[src/hdl/fetch_pkg.sv]
package fetch_pkg;

    // first fetch address after reset
    localparam logic [31:0] pc_reset = 32'h0000_0000;

    // andi r0, r0, 0 fills a slot that is not delivered
    localparam logic [31:0] inst_nop = 32'h0340_0000;

    // opcode classes, bits 31:24 of an instruction
    localparam logic [7:0] op_ibar = 8'h38;
    localparam logic [7:0] op_csr  = 8'h04;
    localparam logic [7:0] op_tlb  = 8'h06;

    // fetch address fault
    localparam logic [6:0] excp_adef = 7'h08;

    typedef struct packed {
        logic [31:0] pc;
        logic [31:0] pc_next;
        logic [31:0] inst0;
        logic [31:0] inst1;
        logic [31:0] badv;
        logic [6:0]  exception;
        // bit 0 set when the pair faulted
        logic [1:0]  excp_flag;
        // per-slot serializing flags
        logic [1:0]  priv;
    } fetch_bundle_t;

    // class of the serializing instruction being waited on
    typedef enum logic [1:0] {
        kind_none = 2'd0,
        kind_ibar = 2'd1,
        kind_csr  = 2'd2,
        kind_tlb  = 2'd3
    } priv_kind_t;

    typedef enum logic [2:0] {
        ser_idle            = 3'd0,
        ser_wait_ex_ibar    = 3'd1,
        ser_wait_ex_csr     = 3'd2,
        ser_wait_ex_tlb     = 3'd3,
        ser_wait_cache_idle = 3'd4,
        ser_wait_csr_ok     = 3'd5,
        ser_wait_tlb_ok     = 3'd6
    } ser_state_t;

endpackage
[src/hdl/predecode.sv]
module predecode
    import fetch_pkg::*;
(
    input  logic [31:0] pc,
    input  logic [31:0] inst0,
    input  logic [31:0] inst1,
    output logic [1:0]  priv,
    output priv_kind_t  kind
);

    priv_kind_t class0;
    priv_kind_t class1;

    function automatic priv_kind_t classify(input logic [31:0] inst);
        priv_kind_t c;
        case (inst[31:24])
            op_ibar: c = kind_ibar;
            op_csr:  c = kind_csr;
            op_tlb:  c = kind_tlb;
            default: c = kind_none;
        endcase
        return c;
    endfunction

    assign class0 = classify(inst0);
    assign class1 = classify(inst1);

    always_comb begin
        // slot 0 is not delivered for an odd-word pc
        priv[0] = (class0 != kind_none) && !pc[2];
        // slot 1 is dropped behind a serializing slot 0
        priv[1] = (class1 != kind_none) && !priv[0];
    end

    always_comb begin
        if (priv[0]) begin
            kind = class0;
        end else if (priv[1]) begin
            kind = class1;
        end else begin
            kind = kind_none;
        end
    end

endmodule

[config.mk]
export PLATFORM = sky130hd
export DESIGN_NAME = predecode
export DESIGN_NICKNAME = d
export VERILOG_FILES = /design/src/hdl/fetch_pkg.sv /design/src/hdl/predecode.sv
export SDC_FILE = /design/constraint.sdc
export NUM_CORES = 1
export LEC_CHECK = 0
export ABC_AREA = 1
export BUFFER_PORTS_ARGS = -buffer_cell sky130_fd_sc_hd__buf_2
export CAP_MARGIN = 20
export CORE_UTILIZATION = 15
export DETAILED_ROUTE_END_ITERATION = 6
export MAX_ROUTING_LAYER = met4
export PLACE_DENSITY_LB_ADDON = 0.15
export RECOVER_POWER = 50
export SYNTH_ARGS = -nofsm -noshare
export SYNTH_HDL_FRONTEND = slang
export SYNTH_SLANG_ARGS = --single-unit
[constraint.sdc]
create_clock -name vclk -period 0.95
set_clock_uncertainty 0.1 [all_clocks]
set_input_delay 0.095 -clock vclk [all_inputs]
set_output_delay 0.095 -clock vclk [all_outputs]
set_load 0.05 [all_outputs]
==> results of run 1 <==
[how the worst max path moves through the flow]
stage          endpoint  slack (ps)  cells past startpoint
2_1_floorplan   kind[1]          -7                      8
3_3_place_gp    priv[1]        -270                      9
3_5_place_dp    priv[1]        -260                      9
4_1_cts         priv[1]        -180                      9
5_1_grt         priv[1]        -220                      9
6_report        priv[1]        -160                      9
[through the flow]
stage,cells,util,instance area [um^2]
final,92,0.380,513
after global routing,92,0.380,513
after CTS,92,0.338,457
after detailed placement,92,0.276,373
after global placement,92,0.276,373
after floorplan,54,-,234
[cell families (layout without fill, tap and decap cells)]
| family | count (synthesis) | count (layout) | synth area share |
|---|---|---|---|
| buffers and inverters | 15 | 38 | 0.250 |
| AND/OR/NAND/NOR | 39 | 39 | 0.750 |
[synthesized netlist by cell type]
cell     count
and2_4       1
nand4_1      3
nor2_2       1
inv_1       15
nand2_1     18
nor2_1      12
nand2_2      2
nand3_1      2
[metal layers]
metal  global-route usage  vias up  share of wire
li1                     -      201              -
met1               0.0962      157           0.39
met2                0.131       15           0.51
met3              0.00543        0          0.097
met4                    0        0              0
met5                    -        -              0
[cell type report]
cell class / instances / area, um^2
Fill cell: 152 / 837
Timing Repair Buffer: 23 / 203
Inverter: 15 / 67.6
Tap cell: 15 / 18.8
Multi-Input combinational cell: 39 / 224
[critical path, cell delays in order]
cell and delay, ps:
buf_6 90, inv_4 40, nand2_4 60, nor2_4 100, nand2_2 60, nand2_2 90
nand2_4 70, and2_4 140, buf_8 140
[power by group]
part	internal [mW]	total [mW]	switching, mW
sequential	0	0	0
clock	0	0	0
combinational	0.0749	0.143	0.0676
total	0.0749	0.143	0.0676
[repair_timing]
| item | in CTS | in global routing |
|---|---|---|
| hold buffers | 0 | 0 |
| pin swaps | 9 | 12 |
| resized for setup | 26 | 18 |
| setup endpoints to repair | 4 | 4 |
==> flow_summary.ini, run 1 <==
[sta]
setup_viol = 4
worst_pin_slew_ps = 133
finalCriticalPeriod_ps = 1110
whs_ps = 534
layout_setup_ws_ps = -158
tns_ps = -514
max_freq_mhz = 902
fin_crit_sh = 1.17
drv_slew = 0
slew-limit-headroom = 0.911
final-hold-violation-count = 0
grt_setup_unrepaired = true

[synthesis]
synth_nets = 150
synth_top_area_share = 0.300
synth_warnings = 0
seq_area_frac_synth = 0
syn_area_um2 = 225
synth_top_cell_by_area = nand2_1
ys_types = 8
syn_area_per_cell_um2 = 4.17
synthTopCellsByArea = nand2_1 (30%), inv_1 (25%), nor2_1 (20%), nand4_1 (8.3%), nand2_2 (5.6%)
netlist_instances = 54

[pwr]
power_mw = 0.143
ir_drop_mv = 0.106
power_density_mw_per_mm2 = 278
p_leak_nw = 0.305

[worst_setup_path]
crit_path_start_kind = input pin
endpoint_kind = primary output
crit_required_ps = 750
arrival_ps = 910
crit_start = inst0[30]
path_class = in -> out
cp_max_fo = 4

[cells_and_area]
design.seq.count = 0
area_growth_pct = 128
nNetsFinal = 175
seq_area_um2 = 0
final_cell_mix = nand2_1 (10), buf_6 (10), buf_2 (9)
n_clock_buffer = 0
insertedDiodeCount = 0
layout-drive-gt1-share = 0.623

[global_routing]
grt_usage = 0.0737
grt-ovfl-total = 0
antenna_found_initial = 0
grt_max_degree = 5
grt_pass1_wl_um = 883
grt_pass1_vias = 262

[hold_path]
min_to = kind[0]
hold_path.class = in -> out
hold_path_depth = 5
hold_path_startpoint = pc[2]

[route]
vias = 373
drc = 0
ant_nets = 0
drt_iter0_markers = 5
vias_per_cell = 4.05
wire_per_inst_um = 6.62
wl_um = 609
firstDrtPassIters = 4

[flow_run]
cap_viol_max_count = 0

[placement]
io_buffer_count = 21
dp_hpwl_um = 524
preCtsSetupSlack_ps = -262
routabilityCongestion = 0.618

[run_status]
violations = setup timing
status = finished, violations left

[floorplan]
ios = 100
start_util = 0.167
fp-row-count = 13
die_area_mm2 = 0.00166
core_mm2 = 0.00135
die_w_um = 40.8
die_h_um = 40.8

[clocking]
cts_setup_buffers = 0
Power figures use the tool's default switching activity.
==> run 2, diff against run 1 <==
CORE_UTILIZATION = 16   (was 15)
clock period = 1.4 ns   (was 0.95 ns; I/O delays follow)
==> run 2 against run 1 <==
Routed wire length fell by 7.7%. Highest routed layer unchanged. Worst setup slack improved by 290 ps. Worst hold slack improved by 99 ps. The run now ends clean. Count of clock-buffer cells in the layout did not move. Critical path depth did not move.
==> flow_summary.ini, run 2 (synthesized netlist as in run 1, its figures left out) <==
[run_status]
status = finished clean

[placement]
dp_hpwl_um = 525
io_buffer_count = 21
dp.cells = 90
routabilityCongestion = 0.626

[route]
drt_iter0_markers = 4
ant_nets = 0
firstDrtPassIters = 2
wl_um = 562
wire_per_inst_um = 6.24
vias = 350
vias_per_cell = 3.89
drc = 0

[worst_setup_path]
cp_max_fo = 4
crit_required_ps = 1160
cpPeakStageDelay_ps = 200
cp_slowest_cell = buf_2
arrival_ps = 1030
worst-path-stages = 9
crit_end = priv[1]
crit_path_start_kind = input pin
endpoint_kind = primary output
critPathBufInv = 3
crit_family = simple AND/OR/NAND/NOR gates
path_class = in -> out
cp_cell_sequence = buf_2, inv_1, nand2_1, nor2_1, nand2_1, nand2_2, nand2_2, and2_4, buf_2
crit_start = inst0[30]

[cells_and_area]
final_cell_mix = buf_2 (20), nand2_1 (18), inv_1 (15)
insertedDiodeCount = 0
nNetsFinal = 173
fillers = 161
area_growth_pct = 55.0
layout-drive-gt1-share = 0.333
multi_input_area_um2 = 169
design.seq.count = 0
n_clock_buffer = 0
final_common_cell = buf_2
seq_area_um2 = 0
layoutNonFillerInstCount = 90

[global_routing]
antenna_found_initial = 0
grt_pass1_vias = 244
grt_pass1_wl_um = 814
grt-ovfl-total = 0
grt_usage = 0.0706
grt_max_degree = 5

[pwr]
power_mw = 0.0587
pwr-share-comb = 1.000
p_leak_nw = 0.275
intPower_mw = 0.0272
power_density_mw_per_mm2 = 168
switching_power_mw = 0.0315
seqPwrFrac = 0
swShare = 0.536
p_clk_frac = 0
ir_drop_mv = 0.0426

[floorplan]
die_w_um = 39.5
fp-row-count = 13
die_h_um = 39.5
core_mm2 = 0.00130
die_area_mm2 = 0.00156
start_util = 0.173
ios = 100

[hold_path]
hold_path_depth = 5
hold_path.class = in -> out

[sta]
drv_slew = 0
tns_ps = 0
slew-limit-headroom = 0.817
worst_pin_slew_ps = 275
setup_viol = 0
final-hold-violation-count = 0
grt_setup_unrepaired = false
max_freq_mhz = 788
fin_crit_sh = 0.907
finalCriticalPeriod_ps = 1270

[flow_run]
cap_viol_max_count = 0

[clocking]
ctsHoldBuffers = 0
cts_setup_buffers = 0
ctsResizeCount = 0
[run 2: cell count changes in the layout (fill, tap and decap cells not counted), sizes merged]
cell      change
clkinvlp      -1
inv           +1
buf           -3
clkbuf        +1
[run 2: power groups by stage]
stage          Combinational, mW  Sequential, mW  Clock, mW
2_1_floorplan             0.0275               0          0
5_1_grt                   0.0689               0          0
6_report                  0.0587               0          0
4_1_cts                   0.0595               0          0
3_3_place_gp              0.0589               0          0
3_5_place_dp              0.0592               0          0
[run 2: routing by layer]
metal | routed length, um | part of all wire | GRT usage
met5 | 0 | 0 | -
met4 | 0 | 0 | 0
met1 | 251 | 0.45 | 0.0933
met3 | 70 | 0.12 | 0
met2 | 239 | 0.43 | 0.127
[run 2: stage by stage]
stage                     setup WS (ps)   util  hold slack [ps]  area [um^2]
after detailed placement            114  0.268              634          349
after global placement              116  0.268              633          349
after global routing               8.66  0.268              667          349
after floorplan                     260      -              499          225
final                               130  0.268              633          349
after CTS                           114  0.268              636          349
[run 2: final cells by class]
cell class	instances	share of cell area
multi-input cells	39	0.484
inverters	15	0.161
repair buffers	21	0.301
well taps	15	0.0538
[run 2: tightest hold or removal path: cells and delay by family]
kind,cells,cell delay [ps]
and+or+nand+nor,2,130
buffers and inverters,3,320
[run 2: how the worst min path moves through the flow]
stage / startpoint / end / slack [ps]
CTS: pc[2] / priv[0] / 640
detailed placement: pc[2] / priv[0] / 630
global route: pc[2] / kind[1] / 670
finish: pc[2] / kind[1] / 630
floorplan: pc[2] / priv[0] / 500
global placement: pc[2] / priv[0] / 630
