[src/hdl/fetch_pkg.sv]
package fetch_pkg;

    // first fetch address after reset
    localparam logic [31:0] pc_reset = 32'h0000_0000;

    // andi r0, r0, 0 fills a slot that is not delivered
    localparam logic [31:0] inst_nop = 32'h0340_0000;

    // opcode classes, bits 31:24 of an instruction
    localparam logic [7:0] op_ibar = 8'h38;
    localparam logic [7:0] op_csr  = 8'h04;
    localparam logic [7:0] op_tlb  = 8'h06;

    // fetch address fault
    localparam logic [6:0] excp_adef = 7'h08;

    typedef struct packed {
        logic [31:0] pc;
        logic [31:0] pc_next;
        logic [31:0] inst0;
        logic [31:0] inst1;
        logic [31:0] badv;
        logic [6:0]  exception;
        // bit 0 set when the pair faulted
        logic [1:0]  excp_flag;
        // per-slot serializing flags
        logic [1:0]  priv;
    } fetch_bundle_t;

    // class of the serializing instruction being waited on
    typedef enum logic [1:0] {
        kind_none = 2'd0,
        kind_ibar = 2'd1,
        kind_csr  = 2'd2,
        kind_tlb  = 2'd3
    } priv_kind_t;

    typedef enum logic [2:0] {
        ser_idle            = 3'd0,
        ser_wait_ex_ibar    = 3'd1,
        ser_wait_ex_csr     = 3'd2,
        ser_wait_ex_tlb     = 3'd3,
        ser_wait_cache_idle = 3'd4,
        ser_wait_csr_ok     = 3'd5,
        ser_wait_tlb_ok     = 3'd6
    } ser_state_t;

endpackage
[src/hdl/fetch_pc_gen.sv]
module fetch_pc_gen
    import fetch_pkg::*;
(
    input  logic        clk,
    input  logic        rst,
    input  logic        allowin,
    input  logic        redirect,
    input  logic [31:0] redirect_pc,
    input  logic        flush,
    input  logic [31:0] flush_pc,
    output logic        fetch_req,
    output logic [31:0] fetch_pc
);

    logic        running_q;
    logic [31:0] pc_q;
    logic [31:0] pc_step;

    // set one edge after reset so the first request follows reset
    always_ff @(posedge clk) begin
        if (rst) begin
            running_q <= 1'b0;
        end else begin
            running_q <= 1'b1;
        end
    end

    // no request on a cycle that moves the pc elsewhere
    assign fetch_req = allowin && running_q && !redirect && !flush;
    assign fetch_pc  = pc_q;

    // next aligned pair
    assign pc_step = {pc_q[31:3], 3'b000} + 32'd8;

    always_ff @(posedge clk) begin
        if (rst) begin
            pc_q <= pc_reset;
        end else if (flush) begin
            pc_q <= flush_pc;
        end else if (redirect) begin
            // resume after the serializing instruction
            pc_q <= redirect_pc;
        end else if (fetch_req) begin
            pc_q <= pc_step;
        end
    end

endmodule

[config.mk]
export PLATFORM = sky130hd
export DESIGN_NAME = fetch_pc_gen
export DESIGN_NICKNAME = d
export VERILOG_FILES = /design/src/hdl/fetch_pkg.sv /design/src/hdl/fetch_pc_gen.sv
export SDC_FILE = /design/constraint.sdc
export NUM_CORES = 1
export LEC_CHECK = 0
export ABC_AREA = 1
export BUFFER_PORTS_ARGS = -buffer_cell sky130_fd_sc_hd__clkbuf_2
export CAP_MARGIN = 15
export CELL_PAD_IN_SITES_DETAIL_PLACEMENT = 1
export CELL_PAD_IN_SITES_GLOBAL_PLACEMENT = 2
export CORE_AREA = 4 4 73 142
export DETAILED_ROUTE_END_ITERATION = 12
export DIE_AREA = 0 0 77 146
export PLACE_DENSITY_LB_ADDON = 0.1
export SLEW_MARGIN = 0
export SYNTH_ARGS = -nofsm -noshare
export SYNTH_HDL_FRONTEND = slang
export SYNTH_SLANG_ARGS = --single-unit
export TNS_END_PERCENT = 50
[constraint.sdc]
create_clock -name clk -period 2.3 [get_ports clk]
set_input_delay 0.115 -clock clk [delete_from_list [all_inputs] [get_ports clk]]
set_output_delay 0.115 -clock clk [all_outputs]
set_load 0.01 [all_outputs]
==> impl_metrics.json, run 1 <==
{
  "ir_drop_v": 0.000272,
  "numCtsBuffers": 5,
  "worst-path-stages": 9,
  "die_h_um": 146,
  "ant_nets": 0,
  "synthCells": 367,
  "grt_pass1_vias": 3145,
  "drive_gt1_frac": 0.297,
  "yosysSeqAreaShare": 0.280,
  "wl_per_cell_um": 18.0,
  "cts_tree": "yes",
  "antenna_found_initial": 0,
  "vias": 2942,
  "seq_area_um2": 661,
  "critPathBufInv": 0,
  "syn2layout_area_growth_pct": 31.8,
  "htree_num_levels": 2,
  "r2r-end": "fetch_pc[29]$_SDFFE_PP0P_",
  "path_cells": "ha_1 > nand2_1 > nor2_2 > nand2_4 > nor2_2 > nand2_1 > nand2_1 > nand3_1 > a21oi_1",
  "rows": 50,
  "nFillCells": 1232,
  "grt_max_degree": 32,
  "hold_class": "in -> reg",
  "setup_tns_ns": 0,
  "core_mm2": 0.00932,
  "min_period_over_period": 0.731,
  "cts_resized": 0,
  "clk_pin_slew_ns": 0.06,
  "drt-initial-drc-count": 59,
  "max_stage_delay_ns": 0.43,
  "post-cts-setup-buffers": 0,
  "clock-root-buffer": "clkbuf_16",
  "reg2reg_setup_slack_ns": 0.62,
  "p_leak_nw": 1.34,
  "syn_area_mm2": 0.00236,
  "critPathLaunchType": "flip-flop",
  "syn_area_per_cell_um2": 6.44,
  "cp.required_ns": 2.52,
  "initial_core_util": 0.253,
  "die_w_um": 77,
  "cts_hold_buf": 0,
  "slew_violations": 0,
  "rsz0062_at_grt": "no",
  "whs_endpoint": "fetch_pc[2]$_SDFFE_PP0P_",
  "final_area_mm2": 0.00311,
  "fmax_ghz": 0.595,
  "ys_warn_count": 0,
  "grt_use_total": 0.185,
  "worstMarginPinSlew_ns": 0.512,
  "synth-seq-cells": 33,
  "reg2reg_depth": 9,
  "dpl_cell_area_mm2": 0.00297,
  "cpMostUsedCell": "nand2_1",
  "wl_um": 10200,
  "endpoint_kind": "flip-flop",
  "antenna_cells": 0,
  "finalSetupViolCount": 0,
  "grt_pass1_wl_um": 16200,
  "path_delay_family": "simple AND/OR/NAND/NOR gates",
  "first_pass_iters": 4,
  "crit_fanout": 6,
  "ys_types": 29,
  "die-area_mm2": 0.0112,
  "io_buffers": 101,
  "crit_type": "reg -> reg",
  "cpMaxStageDelayCell": "dfxtp_1",
  "hold_viol_final": 0,
  "period_needed_ns": 1.68,
  "hpwl_um": 8010,
  "multiInputGateArea_mm2": 0.00150,
  "status": "completed",
  "cap_violations": 0,
  "gp_congestion": 0.817,
  "globalRouteOverflowTotal": 0,
  "viasPerCell": 5.17,
  "cts_max_path_buffers": 2,
  "postLayoutCoreUtil": 0.334,
  "power_density_mw_per_mm2": 553,
  "skew_ns": 0.00443,
  "io_pins": 102,
  "clkLatencyLatePin_ns": 0.28,
  "hold_path.startpoint": "rst",
  "timing.rr.start": "fetch_pc[3]$_SDFFE_PP0P_",
  "synth_nets": 437,
  "crit_arrival_ns": 1.90,
  "post-route-drc-count": 0,
  "max_slew_margin": 0.658,
  "fin_nets": 535,
  "hold_ws_ns": 0.0377,
  "clock-sinks": 33,
  "whs_path_depth": 2
}
## cell families after synthesis
| group | count (synthesis) | share of synthesized area |
|---|---|---|
| flip-flops | 33 | 0.280 |
| AO/OA/AOI/OAI | 101 | 0.266 |
| adder cells (fa/ha/maj) | 1 | 0.00530 |
| XOR/XNOR | 2 | 0.00742 |
| buffers and inverters | 49 | 0.0842 |
| AND/OR/NAND/NOR | 181 | 0.357 |
## layer usage
metal | wire [um] | up-vias | track usage
li1 | - | 1453 | -
met1 | 3490 | 1418 | 0.171
met2 | 6180 | 60 | 0.390
met3 | 361 | 11 | 0.0273
met4 | 212 | 0 | 0.0606
met5 | 0 | - | 0
## power by group
group          switching [mW]  internal (mW)  total [mW]
Combinational           0.194          0.152       0.346
Clock                   0.264          0.426       0.690
Sequential             0.0681          0.618       0.686
## registers in the layout (all words and copies together), names as in the netlist
register   flops
fetch_pc      32
running_q      1
## worst max-delay path by stage
stage / startpoint / to
after floorplan: fetch_pc[3]$_SDFFE_PP0P_ / fetch_pc[23]$_SDFFE_PP0P_
after global placement: fetch_pc[3]$_SDFFE_PP0P_ / fetch_pc[29]$_SDFFE_PP0P_
after detailed placement: fetch_pc[3]$_SDFFE_PP0P_ / fetch_pc[29]$_SDFFE_PP0P_
after CTS: fetch_pc[3]$_SDFFE_PP0P_ / fetch_pc[29]$_SDFFE_PP0P_
after global routing: fetch_pc[3]$_SDFFE_PP0P_ / fetch_pc[29]$_SDFFE_PP0P_
final: fetch_pc[3]$_SDFFE_PP0P_ / fetch_pc[29]$_SDFFE_PP0P_
## Yosys cell counts
library cell | count | share of area
buf_4 | 2 | 0.0064
a22oi_1 | 4 | 0.013
a22o_1 | 2 | 0.0074
nand3_1 | 37 | 0.078
and2_1 | 1 | 0.0026
o21bai_1 | 6 | 0.019
ha_1 | 1 | 0.0053
nand2_4 | 2 | 0.0095
inv_2 | 1 | 0.0016
nor3_1 | 1 | 0.0021
nor2_8 | 1 | 0.0085
nand2_2 | 6 | 0.016
or2_2 | 1 | 0.0026
xnor2_1 | 2 | 0.0074
nand2_1 | 86 | 0.14
nor2_2 | 6 | 0.016
o21ai_0 | 32 | 0.068
a41oi_1 | 1 | 0.0037
dfxtp_1 | 33 | 0.28
clkbuf_1 | 9 | 0.014
a21oi_2 | 1 | 0.0037
inv_1 | 31 | 0.049
a21oi_1 | 28 | 0.059
nor2_1 | 32 | 0.051
buf_2 | 6 | 0.013
nand4_1 | 2 | 0.0053
nor2_4 | 6 | 0.029
a31oi_1 | 7 | 0.019
a221oi_1 | 20 | 0.074
## area by class of cell
class | instances | area share
Multi-Input combinational cell | 285 | 0.483
Inverter | 32 | 0.0386
Sequential cell | 33 | 0.212
Tap cell | 104 | 0.0418
Timing Repair Buffer | 108 | 0.179
Clock buffer | 7 | 0.0458
## placed cells by master (no fill, tap or decap), types with 2 or more instances in the layout
| cell | Yosys | routed |
|---|---|---|
| inv_1 | 31 | 31 |
| o21bai_1 | 6 | 6 |
| xnor2_1 | 2 | 2 |
| clkbuf_16 | 0 | 5 |
| a22oi_1 | 4 | 4 |
| buf_4 | 2 | 7 |
| nand2_2 | 6 | 6 |
| dfxtp_1 | 33 | 33 |
| nand4_1 | 2 | 2 |
| o21ai_0 | 32 | 32 |
| nor2_4 | 6 | 6 |
| nand2_4 | 2 | 2 |
| nor2_2 | 6 | 6 |
| a31oi_1 | 7 | 7 |
| clkbuf_2 | 0 | 101 |
| a22o_1 | 2 | 2 |
| a221oi_1 | 20 | 20 |
| nand3_1 | 37 | 37 |
| nand2_1 | 86 | 86 |
| a21oi_1 | 28 | 28 |
| nor2_1 | 32 | 32 |
## stage by stage
stage	power [mW]	setup WS, ns	instances
global placement	1.05	0.619	562
CTS	1.76	0.582	569
floorplan	0.870	0.874	367
detailed placement	1.05	0.609	562
global route	1.82	0.434	569
finish	1.72	0.620	569
## worst register-to-register path, cell delays in order (launching register included)
cell     delay [ns]
dfxtp_1        0.43
ha_1           0.22
nand2_1        0.10
nor2_2         0.19
nand2_4        0.12
nor2_2         0.22
nand2_1        0.08
nand2_1        0.06
nand3_1        0.07
a21oi_1        0.13
(Power assumes the default switching activity.)
==> run 2, diff against run 1 <==
--- a/config.mk
+++ b/config.mk
@@ -10,9 +10,9 @@
 export CAP_MARGIN = 15
 export CELL_PAD_IN_SITES_DETAIL_PLACEMENT = 1
 export CELL_PAD_IN_SITES_GLOBAL_PLACEMENT = 2
-export CORE_AREA = 4 4 73 142
+export CORE_AREA = 4 4 76 148
 export DETAILED_ROUTE_END_ITERATION = 12
-export DIE_AREA = 0 0 77 146
+export DIE_AREA = 0 0 80 152
 export PLACE_DENSITY_LB_ADDON = 0.1
 export SLEW_MARGIN = 0
 export SYNTH_ARGS = -nofsm -noshare
==> constraint.sdc (replaced) <==
create_clock -name clk -period 1.65 [get_ports clk]
set_input_delay 0.0825 -clock clk [delete_from_list [all_inputs] [get_ports clk]]
set_output_delay 0.0825 -clock clk [all_outputs]
set_load 0.01 [all_outputs]
==> run 2 against run 1 <==
  * Register-to-register slack lost 0.45 ns
  * Global-route usage shrank 0.61 points
  * Clock skew shrank 0.0025 ns
  * Largest power group is now registers
  * Via count grew 1.5%
  * Die area grew 8.2%
  * Core utilization shrank 0.45 points
  * Cell count grew 9.0%
  * Critical path type unchanged
  * Design area grew 7.4%
  * Total power grew 42%
  * Sequential cell count is the same
==> impl_metrics.json, run 2 (synthesis results as in run 1) <==
{
  "status": "completed",
  "clk_pin_slew_ns": 0.06,
  "instances_no_fill": 620,
  "ir_drop_v": 0.000458,
  "cts_tree": "yes",
  "crit_fanout": 4,
  "numCtsBuffers": 5,
  "total_power_mw": 2.44,
  "layout_common_cells": "clkbuf_2 (101), nand2_1 (86), nand3_1 (36)",
  "crit_arrival_ns": 1.69,
  "die_w_um": 80,
  "post-cts-setup-buffers": 0,
  "post-route-drc-count": 0,
  "cts_hold_buf": 0,
  "clock-sinks": 33,
  "slew_violations": 0,
  "path_delay_family": "simple AND/OR/NAND/NOR gates",
  "clkLatencyLatePin_ns": 0.28,
  "setup_tns_ns": 0,
  "dpl.cell_count": 612,
  "power_density_mw_per_mm2": 728,
  "wl_um": 10600,
  "p_seq_frac": 0.386,
  "globalRouteOverflowTotal": 0,
  "cpMaxStageDelayCell": "dfxtp_1",
  "rsz0062_at_grt": "yes",
  "io_pins": 102,
  "max_slew_margin": 0.676,
  "core_mm2": 0.0101,
  "grt_pass1_wl_um": 16600,
  "syn2layout_area_growth_pct": 41.6,
  "largest_reg_flops": 32,
  "drt-initial-drc-count": 81,
  "hold_viol_final": 0,
  "path_cells": "nand2_2 > nor2_4 > inv_1 > nor2_2 > nand2_1 > nand2_1 > nand3_1 > a21oi_1",
  "cap_violations": 0,
  "critPathLaunchType": "flip-flop",
  "viasPerCell": 4.81,
  "die-area_mm2": 0.0122,
  "rows": 52,
  "first_pass_iters": 4,
  "nFillCells": 1366,
  "max_stage_delay_ns": 0.46,
  "p_comb_frac": 0.233,
  "netSwitchingPower_uw": 751,
  "internal_power_mw": 1.69,
  "hpwl_um": 8460,
  "grt_use_total": 0.179,
  "grt_max_degree": 33,
  "layout_commonest_cell": "clkbuf_2",
  "cp.required_ns": 1.86,
  "antenna_found_initial": 0,
  "cts_max_path_buffers": 2,
  "fmax_ghz": 0.677,
  "endpoint_kind": "flip-flop",
  "swShare": 0.308,
  "clock-root-buffer": "clkbuf_16",
  "grt_pass1_vias": 3167,
  "fin_nets": 554,
  "setup_slack_ns": 0.174,
  "initial_core_util": 0.233,
  "dp_slack_ns": 0.0235,
  "die_h_um": 152,
  "io_buffers": 101,
  "finalSetupViolCount": 0,
  "cts_resized": 0,
  "gp_congestion": 0.796,
  "worstMarginPinSlew_ns": 0.485,
  "p_leak_nw": 1.45,
  "drive_gt1_frac": 0.332,
  "min_period_over_period": 0.895,
  "skew_ns": 0.00189,
  "critPathBufInv": 1,
  "pwr-share-clk": 0.381,
  "crit_type": "reg -> reg",
  "hold_class": "in -> reg",
  "period_needed_ns": 1.48,
  "ant_nets": 0,
  "antenna_cells": 0,
  "htree_num_levels": 2,
  "wl_per_cell_um": 17.1,
  "cpMostUsedCell": "nand2_1",
  "vias": 2985
}
[run 2: layout make-up]
cell class | count | area (um2) | share of cell area
clock buffer | 8 | 136 | 0.0408
inverter | 32 | 120 | 0.0359
multi-input combinational | 285 | 1530 | 0.457
sequential | 33 | 664 | 0.199
tap | 135 | 169 | 0.0505
timing repair buffer | 127 | 726 | 0.217
[run 2: power groups by stage]
stage | logic (mW) | clock network [mW] | registers [mW]
after floorplan | 0.236 | 0 | 0.977
after global placement | 0.572 | 0 | 0.957
after detailed placement | 0.580 | 0 | 0.958
after CTS | 0.582 | 0.964 | 0.941
after global routing | 0.633 | 0.986 | 0.954
final | 0.569 | 0.928 | 0.941
[run 2: path summary, 6_finish.rpt]
path | start | end | slack, ns | cells after the start
worst max-delay path | fetch_pc[11]$_SDFFE_PP0P_ | fetch_pc[30]$_SDFFE_PP0P_ | 0.17 | 8
worst min-delay path | rst | fetch_pc[2]$_SDFFE_PP0P_ | 0.03 | 2
worst max register to register | fetch_pc[11]$_SDFFE_PP0P_ | fetch_pc[30]$_SDFFE_PP0P_ | 0.17 | 8
worst min register to register | fetch_pc[1]$_SDFFE_PP0P_ | fetch_pc[1]$_SDFFE_PP0P_ | 0.47 | 2
[run 2: per-stage QoR]
stage	util	hold WS (ns)	cell area, um2
6_report	0.330	0.0322	3350
3_5_place_dp	0.313	0.330	3180
2_1_floorplan	-	0.152	2360
3_3_place_gp	0.313	0.322	3180
5_1_grt	0.330	0.0402	3350
4_1_cts	0.327	0.0281	3310
[run 2: routing by layer]
| metal | wire length (um) | GRT usage | part of all wire |
|---|---|---|---|
| met3 | 370 | 0.0243 | 0.035 |
| met1 | 3660 | 0.171 | 0.34 |
| met2 | 6400 | 0.365 | 0.60 |
| met5 | 0 | 0 | 0 |
| met4 | 190 | 0.0580 | 0.018 |
==> run 3, diff against run 2 <==
--- a/config.mk
+++ b/config.mk
@@ -14,6 +14,7 @@
 export DETAILED_ROUTE_END_ITERATION = 12
 export DIE_AREA = 0 0 80 152
 export PLACE_DENSITY_LB_ADDON = 0.1
+export REMOVE_ABC_BUFFERS = 1
 export SLEW_MARGIN = 0
 export SYNTH_ARGS = -nofsm -noshare
 export SYNTH_HDL_FRONTEND = slang
==> run 3 against run 2 <==
  * Combinational power decreased by 3.9%
  * Register-to-register slack lost 0.02 ns
  * Count of clock-buffer cells in the layout decreased by 1
  * Wire length is 3.0% lower
  * Critical path depth grew 1
  * Sequential power up 0.7%
  * Design area is 0.52% lower
  * Maximum frequency fell by 1.5%
  * Critical endpoint is now fetch_pc[27]$_SDFFE_PP0P_
  * Highest routed layer unchanged
==> impl_metrics.json, run 3 (synthesis results as in run 1) <==
{
  "status": "completed",
  "p_leak_nw": 1.44,
  "die_h_um": 152,
  "skew_ns": 0.00330,
  "met3_length_um": 360,
  "cts_tree": "yes",
  "core_mm2": 0.0101,
  "numCtsBuffers": 5,
  "globalRouteOverflowTotal": 0,
  "internal_power_mw": 1.71,
  "nFillCells": 1355,
  "slew_violations": 0,
  "wl_per_cell_um": 16.7,
  "antenna_cells": 0,
  "crit_arrival_ns": 1.71,
  "io_buffers": 101,
  "post-route-drc-count": 0,
  "netSwitchingPower_uw": 744,
  "viasPerCell": 4.81,
  "first_pass_iters": 4,
  "p_comb_frac": 0.223,
  "drive_gt1_frac": 0.342,
  "endpoint_kind": "flip-flop",
  "ir_drop_v": 0.000368,
  "fmax_ghz": 0.667,
  "wl_um": 10300,
  "cap_violations": 0,
  "top_layer": "met4",
  "grt_pass1_wl_um": 16600,
  "largest_reg_flops": 32,
  "finalSetupViolCount": 0,
  "instances_no_fill": 618,
  "hold_ws_ns": 0.0235,
  "layout_commonest_cell": "clkbuf_2",
  "cts_hold_buf": 0,
  "grt_use_total": 0.175,
  "cts_max_path_buffers": 2,
  "rsz0062_at_grt": "yes",
  "antenna_found_initial": 0,
  "crit_fanout": 6,
  "reg2reg_setup_slack_ns": 0.15,
  "grt_pass1_vias": 3329,
  "p_seq_frac": 0.386,
  "postLayoutCoreUtil": 0.328,
  "pwr-share-clk": 0.391,
  "ant_nets": 0,
  "drt-initial-drc-count": 110,
  "clk_pin_slew_ns": 0.06,
  "clkLatencyLatePin_ns": 0.28,
  "swShare": 0.303,
  "hold_viol_final": 0,
  "clock-sinks": 33,
  "reg2reg_depth": 9,
  "whs_path_depth": 2,
  "die_w_um": 80,
  "rows": 52,
  "cp.required_ns": 1.86,
  "worstMarginPinSlew_ns": 0.363,
  "min_period_over_period": 0.908,
  "gp_congestion": 0.796,
  "syn2layout_area_growth_pct": 40.9,
  "grt_max_degree": 32,
  "period_needed_ns": 1.50,
  "initial_core_util": 0.233,
  "die-area_mm2": 0.0122,
  "crit_type": "reg -> reg",
  "hpwl_um": 8240,
  "htree_num_levels": 2,
  "vias": 2971,
  "power_density_mw_per_mm2": 737,
  "critPathLaunchType": "flip-flop",
  "clock-root-buffer": "clkbuf_16",
  "dpl.cell_count": 609,
  "io_pins": 102,
  "setup_tns_ns": 0,
  "wl_met2_um": 6220,
  "hold_class": "in -> reg",
  "wl_met1_um": 3570,
  "layout_common_cells": "clkbuf_2 (101), nand2_1 (85), nand3_1 (37)",
  "fin_nets": 553,
  "max_slew_margin": 0.758
}
## run 3: metrics by stage
step	total power, mW	setup slack, ns	instance area, um2
after floorplan	1.19	0.216	2280
after global placement	1.51	0.0972	3140
after detailed placement	1.52	0.0233	3140
after CTS	2.50	0.0166	3290
after global routing	2.59	-0.0119	3330
final	2.45	0.151	3330
## run 3: per-layer routing
metal | up-vias | GRT usage
met4 | 0 | 0.0483
met3 | 11 | 0.0237
met5 | - | 0
met1 | 1403 | 0.171
li1 | 1494 | -
met2 | 63 | 0.360
## run 3: critical path, stage by stage, from the launching register on
cell	delay (ns)
dfxtp_2	0.37
ha_2	0.20
nand2_2	0.08
nor2_4	0.17
nand2_4	0.12
nor2_4	0.15
nand2_1	0.07
nand2_1	0.07
nand3_1	0.06
a21oi_1	0.14
## run 3: final cells by class
cell class | count | area (um2) | share of cell area
Multi-Input combinational cell | 285 | 1530 | 0.458
Inverter | 32 | 120 | 0.0361
Tap cell | 135 | 169 | 0.0508
Timing Repair Buffer | 126 | 706 | 0.212
Sequential cell | 33 | 666 | 0.200
Clock buffer | 7 | 143 | 0.0429
## run 3: worst paths after layout
| path | to | from |
|---|---|---|
| worst max-delay path | fetch_pc[27]$_SDFFE_PP0P_ | fetch_pc[4]$_SDFFE_PP0P_ |
| worst min-delay path | fetch_pc[1]$_SDFFE_PP0P_ | rst |
| worst max register to register | fetch_pc[27]$_SDFFE_PP0P_ | fetch_pc[4]$_SDFFE_PP0P_ |
| worst min register to register | fetch_pc[1]$_SDFFE_PP0P_ | fetch_pc[1]$_SDFFE_PP0P_ |
## run 3: timing repair
action | in CTS | in global routing
setup buffers | 0 | 2
pin swaps | 0 | 3
resized for setup | 1 | 10
cloned | 0 | 0
endpoints found under the hold margin | 0 | 0
setup endpoints to repair | 1 | 11
## run 3: power groups by stage
stage               Sequential [mW]  Combinational (mW)  Clock (mW)
detailed placement            0.965               0.557           0
finish                        0.948               0.547       0.958
CTS                           0.948               0.561       0.988
global placement              0.963               0.548           0
floorplan                     0.977               0.211           0
global route                  0.960               0.613        1.02
