File: config.mk
export PLATFORM = sky130hd
export DESIGN_NAME = if1_fifo
export DESIGN_NICKNAME = d
export VERILOG_FILES = /design/src/hdl/fetch_pkg.sv /design/src/hdl/if1_fifo.sv
export SDC_FILE = /design/constraint.sdc
export NUM_CORES = 1
export LEC_CHECK = 0
export ABC_AREA = 1
export BUFFER_PORTS_ARGS = -buffer_cell sky130_fd_sc_hd__buf_2
export CAP_MARGIN = 10
export CORE_ASPECT_RATIO = 2
export CORE_MARGIN = 4
export CORE_UTILIZATION = 44
export DETAILED_ROUTE_END_ITERATION = 12
export MAX_ROUTING_LAYER = met4
export PLACE_DENSITY = 0.66
export SYNTH_ARGS = -nofsm -noshare
export SYNTH_HDL_FRONTEND = slang
export SYNTH_SLANG_ARGS = --single-unit
File: constraint.sdc
create_clock -name clk -period 26.2 [get_ports clk]
set_input_delay 5.24 -clock clk [delete_from_list [all_inputs] [get_ports clk]]
set_output_delay 5.24 -clock clk [all_outputs]
set_load 0.05 [all_outputs]
File: src/hdl/fetch_pkg.sv
package fetch_pkg;

    // first fetch address after reset
    localparam logic [31:0] pc_reset = 32'h0000_0000;

    // andi r0, r0, 0 fills a slot that is not delivered
    localparam logic [31:0] inst_nop = 32'h0340_0000;

    // opcode classes, bits 31:24 of an instruction
    localparam logic [7:0] op_ibar = 8'h38;
    localparam logic [7:0] op_csr  = 8'h04;
    localparam logic [7:0] op_tlb  = 8'h06;

    // fetch address fault
    localparam logic [6:0] excp_adef = 7'h08;

    typedef struct packed {
        logic [31:0] pc;
        logic [31:0] pc_next;
        logic [31:0] inst0;
        logic [31:0] inst1;
        logic [31:0] badv;
        logic [6:0]  exception;
        // bit 0 set when the pair faulted
        logic [1:0]  excp_flag;
        // per-slot serializing flags
        logic [1:0]  priv;
    } fetch_bundle_t;

    // class of the serializing instruction being waited on
    typedef enum logic [1:0] {
        kind_none = 2'd0,
        kind_ibar = 2'd1,
        kind_csr  = 2'd2,
        kind_tlb  = 2'd3
    } priv_kind_t;

    typedef enum logic [2:0] {
        ser_idle            = 3'd0,
        ser_wait_ex_ibar    = 3'd1,
        ser_wait_ex_csr     = 3'd2,
        ser_wait_ex_tlb     = 3'd3,
        ser_wait_cache_idle = 3'd4,
        ser_wait_csr_ok     = 3'd5,
        ser_wait_tlb_ok     = 3'd6
    } ser_state_t;

endpackage
File: src/hdl/if1_fifo.sv
module if1_fifo
    import fetch_pkg::*;
(
    input  logic          clk,
    input  logic          rst,
    input  logic          flush,
    input  logic          rvalid,
    input  logic [31:0]   rpc,
    input  logic [31:0]   inst0,
    input  logic [31:0]   inst1,
    input  logic [31:0]   badv,
    input  logic [6:0]    exception,
    input  logic [1:0]    excp_flag,
    input  logic [1:0]    priv,
    input  priv_kind_t    kind,
    input  logic          out_allowin,
    output logic          out_valid,
    output fetch_bundle_t out_bundle,
    output logic          fetch_allowin,
    output logic          redirect,
    output logic [31:0]   redirect_pc,
    output logic          hold,
    input  logic          ibar_ex,
    input  logic          csr_ex,
    input  logic          tlb_ex,
    input  logic          cache_idle,
    input  logic          csr_done,
    input  logic          tlb_done
);

    // bundle plus the class the serializer needs at transfer
    typedef struct packed {
        fetch_bundle_t bundle;
        priv_kind_t    kind;
    } stage_entry_t;

    ser_state_t   state_q;
    ser_state_t   state_d;
    logic         stage_valid_q;
    logic         skid_valid_q;
    stage_entry_t stage_q;
    stage_entry_t skid_q;
    stage_entry_t new_entry;
    logic         idle;
    logic         xfer;
    logic         ser_start;
    logic         release_ok;
    logic         stage_load;
    logic         skid_load;
    logic [31:0]  after_priv_pc;

    // incoming pair with the slot-disable rules applied
    always_comb begin
        new_entry.bundle.pc        = rpc;
        new_entry.bundle.pc_next   = {rpc[31:3], 3'b000} + 32'd8;
        new_entry.bundle.inst0     = rpc[2] ? inst_nop : inst0;
        new_entry.bundle.inst1     = priv[0] ? inst_nop : inst1;
        new_entry.bundle.badv      = badv;
        new_entry.bundle.exception = exception;
        new_entry.bundle.excp_flag = excp_flag;
        new_entry.bundle.priv      = priv;
        new_entry.kind             = kind;
    end

    assign idle       = (state_q == ser_idle);
    assign hold       = !idle;
    assign out_valid  = stage_valid_q;
    assign out_bundle = stage_q.bundle;
    assign xfer       = out_valid && out_allowin;
    assign ser_start  = xfer && (stage_q.bundle.priv != 2'b00);

    // stage frees up this cycle, or the pair has to park in the skid slot
    assign stage_load = !stage_valid_q || xfer;
    assign skid_load  = rvalid && (skid_valid_q || !stage_load);

    // one more pair only if it cannot find both buffers full
    assign fetch_allowin = idle && !skid_valid_q && !(stage_valid_q && rvalid && !xfer);

    // resume point after the serializing slot
    assign after_priv_pc = stage_q.bundle.priv[0] ? stage_q.bundle.pc + 32'd4
                                                  : {stage_q.bundle.pc[31:3], 3'b000} + 32'd8;

    always_ff @(posedge clk) begin
        if (rst || flush || !idle || ser_start) begin
            // anything fetched behind a serializing bundle is dropped
            stage_valid_q <= 1'b0;
            skid_valid_q  <= 1'b0;
        end else begin
            if (stage_load) begin
                stage_valid_q <= skid_valid_q || rvalid;
            end
            skid_valid_q <= skid_load || (skid_valid_q && !stage_load);
        end
    end

    always_ff @(posedge clk) begin
        if (stage_load) begin
            stage_q <= skid_valid_q ? skid_q : new_entry;
        end
        if (skid_load) begin
            skid_q <= new_entry;
        end
    end

    // serializer
    always_comb begin
        state_d    = state_q;
        release_ok = 1'b0;
        case (state_q)
            ser_idle: begin
                if (ser_start) begin
                    case (stage_q.kind)
                        kind_csr: state_d = ser_wait_ex_csr;
                        kind_tlb: state_d = ser_wait_ex_tlb;
                        default:  state_d = ser_wait_ex_ibar;
                    endcase
                end
            end
            ser_wait_ex_ibar: begin
                if (ibar_ex) begin
                    state_d = ser_wait_cache_idle;
                end
            end
            ser_wait_ex_csr: begin
                if (csr_ex) begin
                    state_d = ser_wait_csr_ok;
                end
            end
            ser_wait_ex_tlb: begin
                if (tlb_ex) begin
                    state_d = ser_wait_tlb_ok;
                end
            end
            ser_wait_cache_idle: begin
                release_ok = cache_idle;
            end
            ser_wait_csr_ok: begin
                release_ok = csr_done;
            end
            ser_wait_tlb_ok: begin
                release_ok = tlb_done;
            end
            default: begin
                state_d = ser_idle;
            end
        endcase
        if (release_ok) begin
            state_d = ser_idle;
        end
    end

    always_ff @(posedge clk) begin
        if (rst || flush) begin
            state_q  <= ser_idle;
            redirect <= 1'b0;
        end else begin
            state_q  <= state_d;
            // first idle cycle steers the pc generator
            redirect <= release_ok;
        end
    end

    always_ff @(posedge clk) begin
        if (ser_start) begin
            redirect_pc <= after_priv_pc;
        end
    end

endmodule

==> results of run 1 <==
[worst paths after layout]
path / from / endpoint / slack [ns] / cells after the start
max reg2reg: skid_valid_q$_SDFF_PP0_ / skid_q[32]$_DFFE_PP_ / 22.70 / 4
min: skid_q[127]$_DFFE_PP_ / out_bundle[125]$_DFFE_PP_ / 0.51 / 2
min reg2reg: skid_q[127]$_DFFE_PP_ / out_bundle[125]$_DFFE_PP_ / 0.51 / 2
max: out_allowin / fetch_allowin / 14.51 / 6
[stage by stage]
step | hold WS, ns | instances | utilization [%] | total power [mW]
2_1_floorplan | 0.494 | 1626 | - | 0.866
3_3_place_gp | 0.497 | 2293 | 47.2 | 0.890
3_5_place_dp | 0.504 | 2293 | 47.2 | 0.892
4_1_cts | 0.514 | 2356 | 50.4 | 1.45
5_1_grt | 0.532 | 2360 | 50.4 | 1.48
6_report | 0.513 | 2362 | 50.4 | 1.43
[state kept, by name, indices dropped and copies added, names as in the netlist]
name,flops
skid_q,170
out_bundle,168
redirect_pc,32
state_q,3
stage_q,2
out_valid,1
redirect,1
skid_valid_q,1
[synth_stat cells, types with 2 or more instances]
library cell	number	area [sq um]
a31oi_1	3	18.8
ha_1	3	37.5
nand3_1	39	195
or2_2	6	37.5
nor2_2	5	31.3
nand2_1	616	2310
nor2_4	9	101
inv_1	128	480
a21oi_1	3	15.0
nor3_1	5	25.0
edfxtp_1	372	11200
dfxtp_1	6	120
nand4_1	11	68.8
inv_2	2	7.51
nand2_2	3	18.8
buf_4	171	1280
o21ai_0	27	135
buf_1	4	15.0
nor2_1	122	458
and2_1	6	37.5
nand3b_1	5	37.5
buf_2	11	55.1
xor2_1	21	184
xnor2_1	10	87.6
clkbuf_1	30	113
xor2_2	3	48.8
[power by group through the flow]
stage / Clock (mW) / Sequential [mW] / Combinational, mW
finish: 0.552 / 0.710 / 0.168
global route: 0.592 / 0.712 / 0.180
CTS: 0.566 / 0.710 / 0.169
detailed placement: 0 / 0.723 / 0.169
global placement: 0 / 0.723 / 0.167
floorplan: 0 / 0.725 / 0.141
[layout make-up]
class	count	area, sq um	area share, %
clock buffers	41	941	4.84
flip-flops and latches	378	11300	58.1
diodes	6	15.0	0.0773
clock inverters	22	295	1.52
multi-input cells	902	3910	20.1
repair buffers	363	1840	9.45
inverters	130	490	2.52
well taps	520	651	3.35
[critical path, cell delays in order]
cell     delay, ns
buf_2         0.09
inv_1         0.06
nand2_4       0.52
nor2_1        0.08
nor3_1        0.16
buf_2         0.30
[layout by cell type (no fill, tap or decap), drive strengths merged]
cell and count:
buf 363, o21ai 27, bufinv 7, ha 3, xnor2 10, a31oi 3, and3 1, nand2 619
conb 3, xor2 24, and2 6, nor2 136, dfxtp 6, nor3 5, nand3b 5, edfxtp 372
inv 131, clkinv 12, nand3 40, or2 6, diode 6, a21oi 3, clkinvlp 2, clkbuf 41
nand4 11
[metal layers]
metal / global-route usage (%) / wire length [um] / vias up
li1: - / - / 5458
met1: 19.5 / 14000 / 5249
met2: 36.1 / 22500 / 381
met3: 4.17 / 2600 / 98
met4: 8.49 / 1830 / 0
met5: - / 0 / -
[kinds of logic after synthesis]
family / count (synthesis)
buffers and inverters: 346
AND/OR/NAND/NOR: 829
XOR/XNOR: 34
other: 1
flip-flops: 378
AO/OA/AOI/OAI: 33
adder cells (fa/ha/maj): 3
==> flow_summary.yaml, run 1 <==
synthesis:
  postSynthAreaPerCell_sq_um: 10.5
  ys_seq_area_share_pct: 65.9
  mappedNetlistArea_sq_um: 17100
  synth_ff_type: "edfxtp_1"
  synth_compound_area_share_pct: 0.986
  synth_xor_area_share_pct: 1.87
  synth-edff-count: 372
  synth_top_family_by_area: "simple AND/OR/NAND/NOR gates"
  synth_fa_ha_area_share_pct: 0.219
  synth.distinct_cells: 29
  netlist_instances: 1624
  synth-seq-cells: 378
  async_flop_share_pct: 0
  yosys_warnings: 0
  muxShareOfSynthArea_pct: 0
  synth_simple_gate_area_share_pct: 19.5
die:
  rows: 102
  initial_core_util_pct: 44.4
  ios: 359
  die_h_um: 287
  core_sq_um: 38500
  dieWidth_um: 147
  dieArea_sq_um: 42300
power_and_ir_drop:
  p_int_mw: 1.06
  power.share.clock_pct: 38.6
  p_comb_share_pct: 11.7
  seqPwrFrac_pct: 49.7
  p_leak_nw: 8.59
  switchingPower_mw: 0.369
  p_per_area_nw_per_um2: 73.5
  swShare_pct: 25.8
  ir_worst_vdd_v: 0.0000498
cts:
  cts_setup_buffers: 0
  cts-root-buf: "clkbuf_16"
  clkSinkCount: 378
  cts.clk_slew.worst_paths_ns: 0.06
  cts_tree: "yes"
  insertion_delay_ns: 0.52
  cts_hold_buf: 0
  clk_path_buf_depth: 3
  ctsResizeCount: 0
  htreeDepth: 2
  cts_made_buffers: 35
timing:
  fin_tns_setup_ns: 0
  fin_crit_sh_pct: 44.6
  clock_skew_ns: 0.0184
  period_needed_ns: 11.69
  slew_violations: 0
  relSlewSlack_pct: 28.3
  rsz0062_at_grt: "false"
  finalHoldViolCount: 0
  finalSetupViolCount: 0
  worst_slew_pin_slew_ns: 1.07
  clock.fmax_mhz: 85.5
  fin_ws_ns: 14.51
routing:
  dr.pass1.iters: 6
  route.detailed.drc: 0
  finalWirelength_mm: 41.0
  drtIter0Drc: 599
  wl_per_cell_um: 17.3
  viasPerCell: 4.74
  drtAntennaViolNets: 0
  num_vias: 11200
global_routing:
  grt_pass1_vias: 11200
  globalRouteOverflowTotal: 0
  antenna_found_initial: 5
  grt_usage_pct: 19.5
  grt_pass1_wl_mm: 62.3
  grt_max_degree: 84
placed_design:
  place_congestion: 1.03
  placed_area_sq_um: 18200
  io_buffers: 355
  dp_slack_ns: 14.46
  post-dp-hpwl_mm: 29.0
cells_and_area:
  nFillCells: 3566
  drive_above_1_share_pct: 24.5
  fin_area_sq_um: 19400
  nNetsFinal: 1965
  syn2layout_area_growth_pct: 13.5
worst_hold_path:
  hold_path.class: "reg -> reg"
run:
  max_cap_violations: 0
setup_path:
  path_max_fanout: 51
  crit_required_ns: 20.96
  critPathLaunchType: "primary input"
  cp-end-kind: "primary output"
  crit_type: "in -> out"
  arrival_ns: 6.45
status:
  status: "finished, final reports clean"
(Power assumes the default switching activity.)
==> run 2, diff against run 1 <==
PLACE_DENSITY = 0.69   (was 0.66)
clock period = 10.7 ns   (was 26.2 ns; I/O delays follow)
==> run 2 against run 1 <==
  * Cell count decreased by 0.34%
  * Sequential cell count did not move
  * Register-to-register slack got worse by 15 ns
  * Largest power group unchanged
  * Critical path depth is the same
  * Wire length fell by 1.3%
  * Die area is the same
  * Highest routed layer unchanged
  * Design area is 0.68% lower
  * Setup slack got worse by 9.4 ns
  * Worst hold slack got worse by 0.012 ns
==> flow_summary.yaml, run 2 (synthesized netlist as in run 1, its figures left out) <==
setup_path:
  crit_family: "simple AND/OR/NAND/NOR gates"
  crit_buf_inv: 3
  crit_required_ns: 8.56
  critPathLaunchType: "primary input"
  slowest_stage: "nand2_8"
  path_max_fanout: 112
  max_stage_delay_ns: 0.58
  critPathLaunch: "out_allowin"
  cp-end-kind: "primary output"
  arrival_ns: 3.44
  crit_type: "in -> out"
  reg2reg_depth: 4
  reg2reg_slack_ns: 7.43
  crit_top_cell: "buf_2"
  path_cells: "buf_2 > inv_1 > nand2_8 > nor2_1 > nor3_1 > buf_2"
  r2r_start: "skid_valid_q$_SDFF_PP0_"
  crit_end: "fetch_allowin"
  worst-path-stages: 6
  rr_endpoint: "skid_q[72]$_DFFE_PP_"
die:
  dieArea_sq_um: 42300
  core_sq_um: 38500
  ios: 359
  dieWidth_um: 147
  die_h_um: 287
  initial_core_util_pct: 44.4
  rows: 102
routing:
  top_layer_used: "met4"
  met2_wirelength_mm: 22.3
  dr.pass1.iters: 5
  finalWirelength_mm: 40.4
  num_vias: 11200
  drtIter0Drc: 620
  wl_met1_mm: 13.9
  route.detailed.drc: 0
  wl_met3_mm: 2.40
  wl_per_cell_um: 17.2
  drtAntennaViolNets: 0
  viasPerCell: 4.77
worst_hold_path:
  min_path_cells: 2
  hold_path.class: "reg -> reg"
timing:
  clock.fmax_mhz: 179
  period_needed_ns: 5.58
  clock_skew_ns: 0.0229
  fin_tns_setup_ns: 0
  finalSetupViolCount: 0
  worst_slew_pin_slew_ns: 1.04
  finalHoldViolCount: 0
  rsz0062_at_grt: "false"
  slew_violations: 0
  fin_crit_sh_pct: 52.2
  relSlewSlack_pct: 30.6
cells_and_area:
  drive_above_1_share_pct: 24.2
  nNetsFinal: 1964
  final_common_cell: "nand2_1"
  nFillCells: 3521
  largest_register_ffs: 170
  syn2layout_area_growth_pct: 12.7
  regMostFlops: "skid_q"
  final_cell_mix: "615 x nand2_1, 372 x edfxtp_1, 355 x buf_2"
run:
  max_cap_violations: 0
cts:
  cts.clk_slew.worst_paths_ns: 0.07
  cts_made_buffers: 35
  cts_setup_buffers: 0
  clkSinkCount: 378
  clk_path_buf_depth: 3
  ctsResizeCount: 0
  htreeDepth: 2
  cts_tree: "yes"
  cts-root-buf: "clkbuf_16"
  cts_hold_buf: 0
  insertion_delay_ns: 0.52
placed_design:
  post-dp-hpwl_mm: 28.5
  io_buffers: 355
  place_congestion: 1.04
global_routing:
  grt_pass1_vias: 11300
  grt_pass1_wl_mm: 61.5
  globalRouteOverflowTotal: 0
  grt_max_degree: 113
  grt_usage_pct: 19.1
  antenna_found_initial: 3
power_and_ir_drop:
  p_total_mw: 3.38
  p_leak_nw: 8.50
  ir_worst_vdd_v: 0.000119
  p_per_area_nw_per_um2: 175
status:
  status: "finished, final reports clean"
run 2: cell count changes in the layout (fill, tap and decap cells not counted):
cell	delta
bufinv_16	-4
clkinv_2	-4
clkinvlp_4	+3
clkbuf_1	+2
clkinv_4	-2
diode_2	-2
buf_4	-1
nand2_4	-1
nand2_8	+1
run 2: stage by stage:
step / setup WS [ns] / utilization [%] / cell area (sq um) / std cells / hold slack [ns]
after CTS: 5.01 / 50.1 / 19300 / 2350 / 0.500
after floorplan: 2.45 / - / 17200 / 1626 / 0.494
after global placement: 5.01 / 47.2 / 18200 / 2292 / 0.497
final: 5.12 / 50.1 / 19300 / 2354 / 0.501
after detailed placement: 5.03 / 47.2 / 18200 / 2292 / 0.503
after global routing: 4.94 / 50.1 / 19300 / 2353 / 0.533
run 2: tightest hold or removal path, cell delays in order, from the launching register on:
cell,delay [ns]
edfxtp_1,0.32
nand2_1,0.05
nand2_1,0.05
run 2: metal layers:
layer | global-route usage (%) | up-vias
met5 | - | -
met3 | 3.34 | 110
met1 | 19.2 | 5256
li1 | - | 5451
met4 | 8.70 | 0
met2 | 35.8 | 404
run 2: cell type report:
class	count	area, sq um	area share (%)
Clock inverter	15	160	0.830
Multi-Input combinational cell	902	3920	20.3
Tap cell	520	651	3.37
Antenna cell	4	10.0	0.0519
Timing Repair Buffer	362	1830	9.48
Inverter	130	490	2.54
Sequential cell	378	11300	58.5
Clock buffer	43	948	4.91
run 2: worst min-delay path by stage:
stage,start,endpoint,slack (ns)
finish,skid_q[50]$_DFFE_PP_,out_bundle[48]$_DFFE_PP_,0.50
global route,skid_q[170]$_DFFE_PP_,out_bundle[168]$_DFFE_PP_,0.53
CTS,skid_q[50]$_DFFE_PP_,out_bundle[48]$_DFFE_PP_,0.50
detailed placement,skid_q[160]$_DFFE_PP_,out_bundle[158]$_DFFE_PP_,0.50
global placement,skid_q[154]$_DFFE_PP_,out_bundle[152]$_DFFE_PP_,0.50
floorplan,skid_q[12]$_DFFE_PP_,out_bundle[10]$_DFFE_PP_,0.49
run 2: report_power, final:
part / total (mW) / switching (mW) / internal (mW)
Combinational: 0.410 / 0.320 / 0.0902
Clock: 1.23 / 0.532 / 0.703
Sequential: 1.74 / 0.0346 / 1.70
Total: 3.38 / 0.886 / 2.50
==> run 3, diff against run 2 <==
PLACE_DENSITY = 0.66   (was 0.69)
clock period = 5.19 ns   (was 10.7 ns; I/O delays follow)
==> run 3 against run 2 <==
  * Via count is 1.0% lower
  * Global-route usage is 0.49 points higher
  * Cell count is 0.30% higher
  * Register-to-register slack worse by 4.5 ns
  * Clock skew hardly changed
  * Clock-buffer cell count is 2 lower
  * Critical path type unchanged
  * Sequential cell count stayed put
  * Worst hold slack better by 0.0066 ns
==> flow_summary.yaml, run 3 (synthesized netlist as in run 1, its figures left out) <==
cts:
  clk_path_buf_depth: 3
  cts_setup_buffers: 0
  cts-root-buf: "clkbuf_16"
  ctsResizeCount: 0
  cts_made_buffers: 35
  cts.clk_slew.worst_paths_ns: 0.08
  cts_tree: "yes"
  cts_hold_buf: 0
  insertion_delay_ns: 0.52
  clkSinkCount: 378
  htreeDepth: 2
die:
  dieArea_sq_um: 42300
  dieWidth_um: 147
  die_h_um: 287
  initial_core_util_pct: 44.4
  core_sq_um: 38500
  rows: 102
  ios: 359
routing:
  route.detailed.drc: 0
  dr.pass1.iters: 5
  viasPerCell: 4.70
  drtIter0Drc: 642
  wl_per_cell_um: 17.4
  num_vias: 11100
  drtAntennaViolNets: 0
  finalWirelength_mm: 41.2
setup_path:
  r2r_start: "out_valid$_SDFFE_PP0P_"
  crit_type: "in -> out"
  crit_family: "simple AND/OR/NAND/NOR gates"
  max_stage_delay_ns: 0.38
  rr_endpoint: "skid_q[34]$_DFFE_PP_"
  cp-end-kind: "primary output"
  crit_top_cell: "buf_2"
  crit_buf_inv: 3
  reg2reg_depth: 3
  path_max_fanout: 56
  crit_required_ns: 4.15
  critPathLaunchType: "primary input"
  slowest_stage: "nand2_8"
  arrival_ns: 2.19
  path_cells: "buf_2 > clkinvlp_4 > nand2_8 > nor2_1 > nor3_1 > buf_2"
  reg2reg_slack_ns: 2.95
worst_hold_path:
  min_path_cells: 2
  hold_end: "out_bundle[71]$_DFFE_PP_"
  hold_start: "skid_q[73]$_DFFE_PP_"
  hold_path.class: "reg -> reg"
status:
  status: "finished, final reports clean"
timing:
  rsz0062_at_grt: "false"
  clock.fmax_mhz: 310
  relSlewSlack_pct: 30.8
  slew_violations: 0
  finalSetupViolCount: 0
  period_needed_ns: 3.22
  finalHoldViolCount: 0
  fin_tns_setup_ns: 0
  fin_crit_sh_pct: 62.1
  fin_ws_ns: 1.97
  clock_skew_ns: 0.0230
  worst_slew_pin_slew_ns: 1.04
cells_and_area:
  syn2layout_area_growth_pct: 12.9
  nFillCells: 3633
  instances_no_fill: 2361
  regMostFlops: "skid_q"
  drive_above_1_share_pct: 24.5
  largest_register_ffs: 170
  final_common_cell: "nand2_1"
  final_cell_mix: "615 x nand2_1, 372 x edfxtp_1, 355 x buf_2"
  nNetsFinal: 1966
power_and_ir_drop:
  ir_worst_vdd_v: 0.000311
  p_per_area_nw_per_um2: 360
  switchingPower_mw: 1.85
  p_leak_nw: 8.52
  power.share.clock_pct: 36.4
  swShare_pct: 26.6
  p_comb_share_pct: 12.2
  p_int_mw: 5.12
  seqPwrFrac_pct: 51.5
placed_design:
  dp_slack_ns: 1.95
  dp.cells: 2294
  place_congestion: 0.949
  post-dp-hpwl_mm: 29.5
  io_buffers: 355
global_routing:
  grt_max_degree: 101
  grt_pass1_vias: 11400
  grt_usage_pct: 19.6
  globalRouteOverflowTotal: 0
  grt_pass1_wl_mm: 62.6
  antenna_found_initial: 6
run:
  max_cap_violations: 0
==> run 3: cell types whose count changed in the layout (fill, tap and decap cells not counted), moves of 2 or more <==
cell and delta:
clkinv_2 +5, clkbuf_1 -3, clkinv_1 +3, buf_4 +2
clkinv_4 +2
==> run 3: worst max path at each step <==
stage	startpoint	endpoint	slack [ns]	depth (start not counted)
after floorplan	out_allowin	skid_q[0]$_DFFE_PP_	0.007	3
after global placement	out_allowin	fetch_allowin	1.91	6
after detailed placement	out_allowin	fetch_allowin	1.95	6
after CTS	out_allowin	fetch_allowin	1.94	6
after global routing	out_allowin	fetch_allowin	1.82	6
final	out_allowin	fetch_allowin	1.97	6
==> run 3: metrics by stage <==
| stage | hold WS [ns] | power, mW | utilization (%) | cell area (sq um) |
|---|---|---|---|---|
| finish | 0.508 | 6.97 | 50.1 | 19300 |
| global route | 0.525 | 7.23 | 50.1 | 19300 |
| CTS | 0.502 | 7.06 | 50.1 | 19300 |
| floorplan | 0.494 | 4.36 | - | 17200 |
| global placement | 0.499 | 4.50 | 47.2 | 18200 |
| detailed placement | 0.502 | 4.51 | 47.2 | 18200 |
==> run 3: layout make-up <==
cell class | instances | area (sq um) | area share, %
antenna | 5 | 12.5 | 0.0647
clock buffer | 41 | 951 | 4.92
clock inverter | 21 | 160 | 0.829
inverter | 130 | 494 | 2.56
multi-input combinational | 902 | 3920 | 20.3
sequential | 378 | 11300 | 58.4
tap | 520 | 651 | 3.37
timing repair buffer | 364 | 1840 | 9.54
==> run 3: routing by layer <==
metal	track usage, %	vias up	part of all wire (%)
li1	-	5458	-
met1	19.5	5166	34
met2	36.5	383	55
met3	3.53	97	5.6
met4	9.66	0	5.0
met5	-	-	0
==> run 3: power groups by stage <==
stage | Clock (mW) | Combinational (mW) | Sequential, mW
2_1_floorplan | 0 | 0.713 | 3.65
3_3_place_gp | 0 | 0.842 | 3.65
3_5_place_dp | 0 | 0.854 | 3.65
4_1_cts | 2.61 | 0.856 | 3.59
5_1_grt | 2.73 | 0.908 | 3.60
6_report | 2.53 | 0.847 | 3.59
==> run 3: worst reg2reg max path, cell delays in order, from the launching register on <==
cell and delay (ns):
dfxtp_1 0.48, nand2_8 0.34, a21oi_4 0.28, buf_4 0.68
